### src/trig_pkg.sv
// --------------------
// Defaults for the r1 pattern and the trigger path
// --------------------
package trig_pkg;

    // Recent r1 bits, newest at bit 0
    typedef logic [3:0] trig_hist_t;

    localparam logic [15:0] r1_pattern_default = 16'hB00B;  // LFSR seed
    localparam trig_hist_t  trig_seq_default   = 4'b1011;

    // Low result bits flipped while triggered
    localparam logic [15:0] tamper_mask = 16'h000F;

endpackage

### src/alu_pkg.sv
// --------------------
// ALU datapath types with the op encoding and flag layout
// --------------------
package alu_pkg;

    localparam int data_width = 16;  // Operand width

    // Op codes 11 to 15 are undefined and give zero
    typedef enum logic [3:0] {
        ADD = 4'd0,
        SUB = 4'd1,
        AND = 4'd2,
        OR  = 4'd3,
        XOR = 4'd4,
        NOT = 4'd5,
        SHL = 4'd6,
        SHR = 4'd7,
        SLT = 4'd8,
        SEQ = 4'd9,
        MUL = 4'd10
    } alu_op_e;

    typedef struct packed {
        logic overflow;  // MSB
        logic carry;
        logic zero;
        logic negative;  // LSB
    } alu_flags_t;

    // Request as seen on the strobe
    typedef struct packed {
        alu_op_e               op;
        logic [data_width-1:0] operand_a;
        logic [data_width-1:0] operand_b;
    } alu_req_t;

    // Between first and second stage
    typedef struct packed {
        logic [data_width:0]   raw_result;  // Bit 16 is carry or borrow
        alu_op_e               op;
        logic [data_width-1:0] operand_a;
        logic [data_width-1:0] operand_b;
    } alu_stage_t;

endpackage
### src/alu_host_top.sv
// --------------------
// Two-stage ALU host with the r1 trigger path
// --------------------
`timescale 1ns/10ps

module alu_host_top
    import alu_pkg::*, trig_pkg::*;
#(
    parameter logic [15:0] R1_PATTERN = r1_pattern_default,
    parameter trig_hist_t  TRIG_SEQ   = trig_seq_default
) (
    input  logic                  clk,
    input  logic                  rst,
    input  logic                  op_strobe,
    input  alu_req_t              req,
    output logic                  out_valid,
    output logic [data_width-1:0] result,
    output alu_flags_t            flags
);

    logic       stage_valid;
    alu_stage_t stage;
    logic       r1;
    logic       trigger;

    alu_core u_alu_core (
        .clk         (clk),
        .rst         (rst),
        .op_strobe   (op_strobe),
        .req         (req),
        .stage_valid (stage_valid),
        .stage       (stage)
    );

    alu_flags_stage u_alu_flags_stage (
        .clk         (clk),
        .rst         (rst),
        .stage_valid (stage_valid),
        .stage       (stage),
        .trigger     (trigger),
        .out_valid   (out_valid),
        .result      (result),
        .flags       (flags)
    );

    r1_pattern_gen #(
        .R1_PATTERN (R1_PATTERN)
    ) u_r1_pattern_gen (
        .clk       (clk),
        .rst       (rst),
        .op_strobe (op_strobe),
        .r1        (r1)
    );

    // Watches r1 on every clock
    trigger_detector #(
        .TRIG_SEQ (TRIG_SEQ)
    ) u_trigger_detector (
        .clk     (clk),
        .rst     (rst),
        .r1      (r1),
        .trigger (trigger)
    );

endmodule

### src/trigger_detector.sv
// --------------------
// Matches recent r1 history against the trigger sequence
// --------------------
`timescale 1ns/10ps

module trigger_detector
    import trig_pkg::*;
#(
    parameter trig_hist_t TRIG_SEQ = trig_seq_default
) (
    input  logic clk,
    input  logic rst,
    input  logic r1,
    output logic trigger
);

    trig_hist_t hist;

    // Shifts every clock, strobe or not
    always_ff @(posedge clk or posedge rst) begin
        if (rst) begin
            hist <= '0;
        end else begin
            hist <= {hist[2:0], r1};  // Newest bit at LSB
        end
    end

    assign trigger = (hist == TRIG_SEQ);

endmodule

### src/r1_pattern_gen.sv
// --------------------
// LFSR indexed by a strobe counter to form r1
// --------------------
`timescale 1ns/10ps

module r1_pattern_gen
    import trig_pkg::*;
#(
    parameter logic [15:0] R1_PATTERN = r1_pattern_default
) (
    input  logic clk,
    input  logic rst,
    input  logic op_strobe,
    output logic r1
);

    logic [15:0] lfsr;
    logic [3:0]  count;
    logic        feedback;

    // Taps 15 13 12 10
    assign feedback = lfsr[15] ^ lfsr[13] ^ lfsr[12] ^ lfsr[10];

    always_ff @(posedge clk or posedge rst) begin
        if (rst) begin
            lfsr  <= R1_PATTERN;
            count <= '0;
        end else if (op_strobe) begin
            count <= count + 4'd1;
            // Step once per counter wrap
            if (count == 4'hF) begin
                lfsr <= {lfsr[14:0], feedback};
            end
        end
    end

    assign r1 = lfsr[count];

endmodule

### src/alu_flags_stage.sv
// --------------------
// Second ALU stage that derives flags
// and registers the possibly tampered result
// --------------------
`timescale 1ns/10ps

module alu_flags_stage
    import alu_pkg::*, trig_pkg::*;
(
    input  logic                  clk,
    input  logic                  rst,
    input  logic                  stage_valid,
    input  alu_stage_t            stage,
    input  logic                  trigger,
    output logic                  out_valid,
    output logic [data_width-1:0] result,
    output alu_flags_t            flags
);

    logic [data_width-1:0] true_result;
    logic                  sign_a;
    logic                  sign_b;
    logic                  sign_r;
    alu_flags_t            next_flags;

    assign true_result = stage.raw_result[data_width-1:0];
    assign sign_a      = stage.operand_a[data_width-1];
    assign sign_b      = stage.operand_b[data_width-1];
    assign sign_r      = true_result[data_width-1];

    // Flags always describe the untampered result
    always_comb begin
        next_flags.negative = sign_r;
        next_flags.zero     = (true_result == '0);

        case (stage.op)
            ADD, SUB, SHL: next_flags.carry = stage.raw_result[data_width];
            default:       next_flags.carry = 1'b0;
        endcase

        case (stage.op)
            ADD:     next_flags.overflow = (sign_a == sign_b) && (sign_r != sign_a);
            SUB:     next_flags.overflow = (sign_a != sign_b) && (sign_r != sign_a);
            default: next_flags.overflow = 1'b0;
        endcase
    end

    always_ff @(posedge clk or posedge rst) begin
        if (rst) begin
            out_valid <= 1'b0;
            result    <= '0;
            flags     <= '0;
        end else begin
            out_valid <= stage_valid;
            if (stage_valid) begin
                if (trigger) begin
                    result <= true_result ^ tamper_mask;  // Tamper hit
                end else begin
                    result <= true_result;
                end
                flags <= next_flags;
            end
        end
    end

endmodule

### src/alu_core.sv
// --------------------
// First ALU stage that decodes the op and
// registers the raw result with op and operands
// --------------------
`timescale 1ns/10ps

module alu_core
    import alu_pkg::*;
(
    input  logic       clk,
    input  logic       rst,
    input  logic       op_strobe,
    input  alu_req_t   req,
    output logic       stage_valid,
    output alu_stage_t stage
);

    localparam int half_width = data_width / 2;

    logic [data_width:0]   raw;
    logic [data_width-1:0] mul_prod;

    // Low bytes only, full 16-bit product
    assign mul_prod = req.operand_a[half_width-1:0] * req.operand_b[half_width-1:0];

    always_comb begin
        case (req.op)
            ADD: raw = {1'b0, req.operand_a} + {1'b0, req.operand_b};
            SUB: raw = {1'b0, req.operand_a} - {1'b0, req.operand_b};  // Bit 16 is borrow
            AND: raw = {1'b0, req.operand_a & req.operand_b};
            OR:  raw = {1'b0, req.operand_a | req.operand_b};
            XOR: raw = {1'b0, req.operand_a ^ req.operand_b};
            NOT: raw = {1'b0, ~req.operand_a};
            SHL: raw = {req.operand_a, 1'b0};                          // MSB lands in bit 16
            SHR: raw = {2'b00, req.operand_a[data_width-1:1]};
            SLT: raw = {{data_width{1'b0}}, req.operand_a < req.operand_b};
            SEQ: raw = {{data_width{1'b0}}, req.operand_a == req.operand_b};
            MUL: raw = {1'b0, mul_prod};
            default: begin
                raw = '0;  // Undefined codes
            end
        endcase
    end

    always_ff @(posedge clk or posedge rst) begin
        if (rst) begin
            stage_valid <= 1'b0;
        end else begin
            stage_valid <= op_strobe;
        end
    end

    // Op and operands travel along so the flag stage
    // never looks at the live request
    always_ff @(posedge clk) begin
        if (op_strobe) begin
            stage.raw_result <= raw;
            stage.op         <= req.op;
            stage.operand_a  <= req.operand_a;
            stage.operand_b  <= req.operand_b;
        end
    end

endmodule

### config.mk
export PLATFORM = sky130hd
export DESIGN_NAME = alu_host_top
export DESIGN_NICKNAME = d
export VERILOG_FILES = /design/src/trig_pkg.sv /design/src/alu_pkg.sv /design/src/alu_host_top.sv /design/src/trigger_detector.sv /design/src/r1_pattern_gen.sv /design/src/alu_flags_stage.sv /design/src/alu_core.sv
export SDC_FILE = /design/constraint.sdc
export NUM_CORES = 1
export LEC_CHECK = 0
export ABC_CLOCK_PERIOD_IN_PS = 2700
export BUFFER_PORTS_ARGS = -buffer_cell sky130_fd_sc_hd__buf_2
export CORE_MARGIN = 2
export CORE_UTILIZATION = 62
export DETAILED_ROUTE_END_ITERATION = 6
export MAX_ROUTING_LAYER = met4
export PLACE_DENSITY = 0.86
export SLEW_MARGIN = 20
export SYNTH_ARGS = -nofsm -noshare
export SYNTH_HDL_FRONTEND = slang
export SYNTH_SLANG_ARGS = --single-unit
### constraint.sdc
create_clock -name clk -period 2.7 [get_ports clk]
set_clock_uncertainty 0.2 [all_clocks]
set_input_delay 0.54 -clock clk [delete_from_list [all_inputs] [get_ports clk]]
set_output_delay 0.54 -clock clk [all_outputs]
set_load 0.02 [all_outputs]
==> results of run 1 <==
==> repair_timing <==
item,in CTS
buffers inserted,23
resized for setup,118
endpoints found under the setup margin,16
pin swaps,46
==> cells by family after synthesis <==
kind of cell | count (synthesis) | synth area share [%]
and+or+nand+nor | 223 | 13.8
AOI/OAI and AO/OA | 195 | 17.7
buffers and inverters | 140 | 8.27
adders and majority gates | 123 | 24.6
DFF | 68 | 24.6
muxes | 43 | 7.85
xor gates and xnor gates | 26 | 3.07
==> layer usage <==
metal | GRT usage, % | overflow
met1 | 77.6 | 0
met2 | 92.0 | 18
met5 | - | -
met3 | 63.9 | 1
met4 | 75.4 | 9
==> per-stage QoR <==
step / std cells / setup slack (ns) / hold slack, ns / utilization [%]
floorplan: 818 / -1.81 / 0.145 / -
global placement: 1178 / -2.15 / 0.157 / 81.3
detailed placement: 1179 / -2.24 / 0.169 / 81.5
CTS: 1217 / -1.84 / 0.206 / 89.6
==> key figures, run 1 <==
Run status
  – Outcome: aborted with a tool error
  – Last stage: 5_1_grt
  – Tool error: [ERROR GRT-0232] Routing congestion too high. Check the congestion heatmap in the GUI.

Yosys
  – Post-synthesis instance area: 7410 um2
  – Cell accounting for the most synthesized area: ha_1
  – Synth Area per Inst: 9.06 um2
  – Most used DFF post-synth: dfrtp_1
  – Post-synthesis async set-or-reset flop share: 66.2%
  – Post-synth net total: 980
  – Area contributors post-synth: ha_1 14%, dfrtp_1 13%, fa_1 10%
  – Post-synth cell types: 66
  – Top cells by count, synth: 102 x nor2_1, 101 x inv_1, 85 x ha_1, 55 x a21oi_1, 48 x nand2_1
  – Yosys warns: 0
  – Flops & latches, synth: 68
  – Post-synth EDFFs: 23
  – Synth top area share: 14.4%
  – Post-Syn Instances: 818
  – Seq/Total Area, Yosys: 24.6%
  – Most common cell in the synthesized netlist: nor2_1

Placed design
  – Buffers on Ports: 59
  – Placed Area: 9420 um2
  – GPL Wtd Cong: 1.07
  – Dpl hpwl: 20,500 um

Global routing
  – GRT Total Usage: 78.5%
  – Pin count of the biggest net entering global routing: 46
  – Remaining Overflow, GRT: 28

Floorplan
  – Die X: 113 um
  – Ports: 60
  – Die span in y: 113 um
  – Initial core utilization: 64.1%
  – Row count: 39

STA
  – Type of pin the worst path ends at: register data pin
  – Worst_ep grt: u_alu_core.stage[47]$_DFFE_PP_/D

Clocking
  – # clock sinks: 68
  – CTS Buffer Depth: 2
  – Hold-fix buffers at CTS: 0
  – Clk root buf: clkbuf_16
  – Htree depth: 3
  – CTS Buf Count: 9
==> run 2, diff against run 1 <==
--- a/config.mk
+++ b/config.mk
@@ -8,10 +8,9 @@
 export ABC_CLOCK_PERIOD_IN_PS = 2700
 export BUFFER_PORTS_ARGS = -buffer_cell sky130_fd_sc_hd__buf_2
 export CORE_MARGIN = 2
-export CORE_UTILIZATION = 62
+export CORE_UTILIZATION = 40
 export DETAILED_ROUTE_END_ITERATION = 6
-export MAX_ROUTING_LAYER = met4
-export PLACE_DENSITY = 0.86
+export PLACE_DENSITY_LB_ADDON = 0.15
 export SLEW_MARGIN = 20
 export SYNTH_ARGS = -nofsm -noshare
 export SYNTH_HDL_FRONTEND = slang
==> run 2 against run 1 <==
The flow now finishes, with violations (DRC, setup timing). Synthesized area stayed put. Synthesized cell count stayed put.
==> key figures, run 2 <==
Yosys
  – Complex-gate fraction of the synthesized area: 17.7% (unchanged)
  – Synth Area per Inst: 9.06 um2 (unchanged)
  – Yosys warns: 0 (unchanged)
  – Post-synthesis mux area share: 7.85% (unchanged)
  – Post-synth net total: 980 (unchanged)
  – XOR/XNOR Fraction of Synth Area: 3.07% (unchanged)
  – Post-synthesis instance area: 7410 um2 (unchanged)
  – Flops & latches, synth: 68 (unchanged)
  – Post-synthesis adder-cell area fraction: 24.6% (unchanged)
  – Synth Area in Simple Gates: 13.8% (unchanged)
  – Top cells by count, synth: 102 x nor2_1, 101 x inv_1, 85 x ha_1, 55 x a21oi_1, 48 x nand2_1
  – Synth top area share: 14.4% (unchanged)
  – Post-synth EDFFs: 23 (unchanged)
  – Post-synthesis async set-or-reset flop share: 66.2% (unchanged)
  – Most common cell in the synthesized netlist: nor2_1
  – Most used DFF post-synth: dfrtp_1
  – Area contributors post-synth: ha_1 14%, dfrtp_1 13%, fa_1 10%
  – Seq/Total Area, Yosys: 24.6% (unchanged)
  – Cell accounting for the most synthesized area: ha_1
  – Main combinational cell family by area after synthesis: adder cells
  – Post-Syn Instances: 818 (unchanged)
  – Post-synth cell types: 66 (unchanged)

Global routing
  – GRT Total Usage: 24.7%
  – Initial antenna violation count: 0
  – Remaining Overflow, GRT: 0
  – Pin count of the biggest net entering global routing: 46
  – Global-route wire length before repair: 38,400 um
  – Vias in the first global route: 7,066

Placed design
  – Dpl hpwl: 18,800 um (-8.1%)
  – Worst slack, placed: -2.24 ns (+0.00350 ns)
  – Placed Cells: 1,274 (+8.1%)
  – GPL Wtd Cong: 0.986 (-7.8%)
  – Placed Area: 9610 um2 (+2.0%)
  – Buffers on Ports: 59 (unchanged)

Floorplan
  – Die span in y: 140 um (+24%)
  – Ports: 60 (unchanged)
  – Initial core utilization: 41.0% (-23 points)
  – Row count: 49 (+26%)
  – Die X: 140 um (+24%)
  – Area of the die: 19,600 um2
  – Core ar.: 18,100 um2

Layout
  – Post-route cell area: 10,600 um2
  – Fin cells: 1,307
  – Diodes inserted: 0
  – P&R area growth vs syn: 42.8%
  – Max FFs per register: 23
  – Most common cell after layout, fill and taps aside: buf_4
  – Share of cells above drive strength 1: 43.4%
  – Largest Register: u_alu_core.stage
  – Post-layout net count: 1,235
  – Final-layout fill cell count: 1,645
  – Most frequent cells in the layout: 199 x buf_4, 79 x nor2_1, 78 x inv_1
  – Largest registers: u_alu_core.stage: 23 flops, u_r1_pattern_gen.lfsr: 16 flops, u_alu_flags_stage.result: 15 flops
  – Util after Layout: 58.5%

Worst setup path
  – Crit path DAT: 4.37 ns
  – R2R Path End: u_trigger_detector.hist[0]
  – Crit. Startpoint: req[21]
  – WP data required: 2.58 ns
  – R2R setup slack: 0.77 ns
  – Worst reg2reg path depth: 2
  – CP Launch Type: input port
  – Setup crit end: u_alu_core.stage[51]
  – Critical path class: input port to flip-flop
  – Max FO, Critical Path: 4
  – Reg2Reg Launch Point: u_r1_pattern_gen.count[0]
  – CP Capture Type: flip-flop

STA
  – Setup Viol. Count Final: 15
  – Final min period: 4.49 ns
  – Period utilisation layout: 166%
  – Setup ws final: -1.79 ns
  – Setup TNS: -19.90 ns
  – Relative slew margins: 35.0%
  – Slew Limit Fails: 0
  – Slew @ Worst Pin: 0.971 ns
  – Endpoints failing hold: 0
  – Worst hold slack: 0.145 ns
  – Peak Freq: 223 MHz
  – RSZ-0062 raised after global routing: yes

Run status
  – Outcome: finished, violations left
  – Failing checks: DRC, setup timing

Clocking
  – CTS Buffer Depth: 2 (unchanged)
  – CTS tree: yes
  – Clk root buf: clkbuf_16
  – Htree depth: 3 (unchanged)
  – # clock sinks: 68 (unchanged)
  – Clock latency on the worst-skew pair: 0.33 ns
  – Worst-path clk slew: 0.06 ns
  – CTS Buf Count: 9 (unchanged)

Routing
  – Final wirelength: 23,600 um
  – Drt first pass iters: 7
  – Iteration-0 DRC Markers: 523
  – Routed Antenna Nets: 0
  – Vias per Instance: 5.33
  – Routed len/inst: 18.1 um
  – Via count: 6,967
  – DRC Markers: 5

Power
  – Overall power: 5.86 mW
  – Power per Cell Area: 554 nW/um2
  – Peak supply drop: 0.390 mV
  – Leak: 4.85 nW

Worst hold path
  – Hold WC Path Type: input port to async pin

Flow run
  – Max Cap Viol: 0
-- run 2: worst min-delay path by stage --
stage	cells after the start	endpoint	from	slack, ns
4_1_cts	3	u_alu_flags_stage.result[5]	rst	0.16
3_3_place_gp	0	u_trigger_detector.hist[3]	u_trigger_detector.hist[2]	0.15
6_report	3	u_alu_flags_stage.result[3]	rst	0.15
2_1_floorplan	0	u_trigger_detector.hist[3]	u_trigger_detector.hist[2]	0.15
5_1_grt	0	u_trigger_detector.hist[3]	u_trigger_detector.hist[2]	0.19
3_5_place_dp	0	u_trigger_detector.hist[1]	u_trigger_detector.hist[0]	0.17
-- run 2: cell type report --
type                            count  area [um2]  share of cell area (%)
Sequential cell                    68        1820                    17.2
Inverter                          105         444                    4.20
Clock inverter                      5        40.0                   0.379
Timing Repair Buffer              279        2150                    20.4
Multi-Input combinational cell    610        5560                    52.6
Clock buffer                       11         264                    2.50
Tap cell                          229         287                    2.71
-- run 2: critical path: stages --
cell and delay, ns:
buf_4 0.13, clkinvlp_4 0.17, nor2_4 0.14, fa_1 0.45, fa_1 0.50, fa_1 0.49
inv_1 0.05, fa_2 0.54, inv_2 0.04, ha_4 0.28, buf_4 0.10, nand4_1 0.11
o21ai_2 0.20, a31oi_2 0.13, xnor2_2 0.16, a221o_1 0.31
-- run 2: what timing repair did --
| item | CTS | global route |
|---|---|---|
| setup buffers | 12 | 9 |
| resized for setup | 103 | 38 |
| pin swaps | 45 | 42 |
| hold buffers | 0 | 0 |
| endpoints found under the setup margin | 15 | 15 |
-- run 2: where the power goes --
part,internal [mW],switching (mW),total [mW]
clock,0.709,0.435,1.14
combinational,1.67,1.72,3.39
sequential,1.20,0.120,1.33
total,3.59,2.27,5.86
-- run 2: routing by layer --
| metal | part of all wire (%) | routed length [um] | vias to the layer above | global-route usage (%) |
|---|---|---|---|---|
| li1 | - | - | 3412 | - |
| met1 | 48 | 11300 | 3323 | 36.0 |
| met2 | 45 | 10700 | 204 | 39.6 |
| met3 | 5.0 | 1180 | 28 | 3.28 |
| met4 | 1.6 | 367 | 0 | 5.10 |
| met5 | 0 | 0 | - | 0 |
-- run 2: logic make-up (layout without fill, tap and decap cells) --
group / count (synthesis) / in the layout
compound gates: 195 / 195
xor+xnor: 26 / 26
fa+ha+maj: 123 / 123
buf+inv: 140 / 400
flops: 68 / 68
mux: 43 / 43
simple gates: 223 / 223
(Power assumes the default switching activity.)
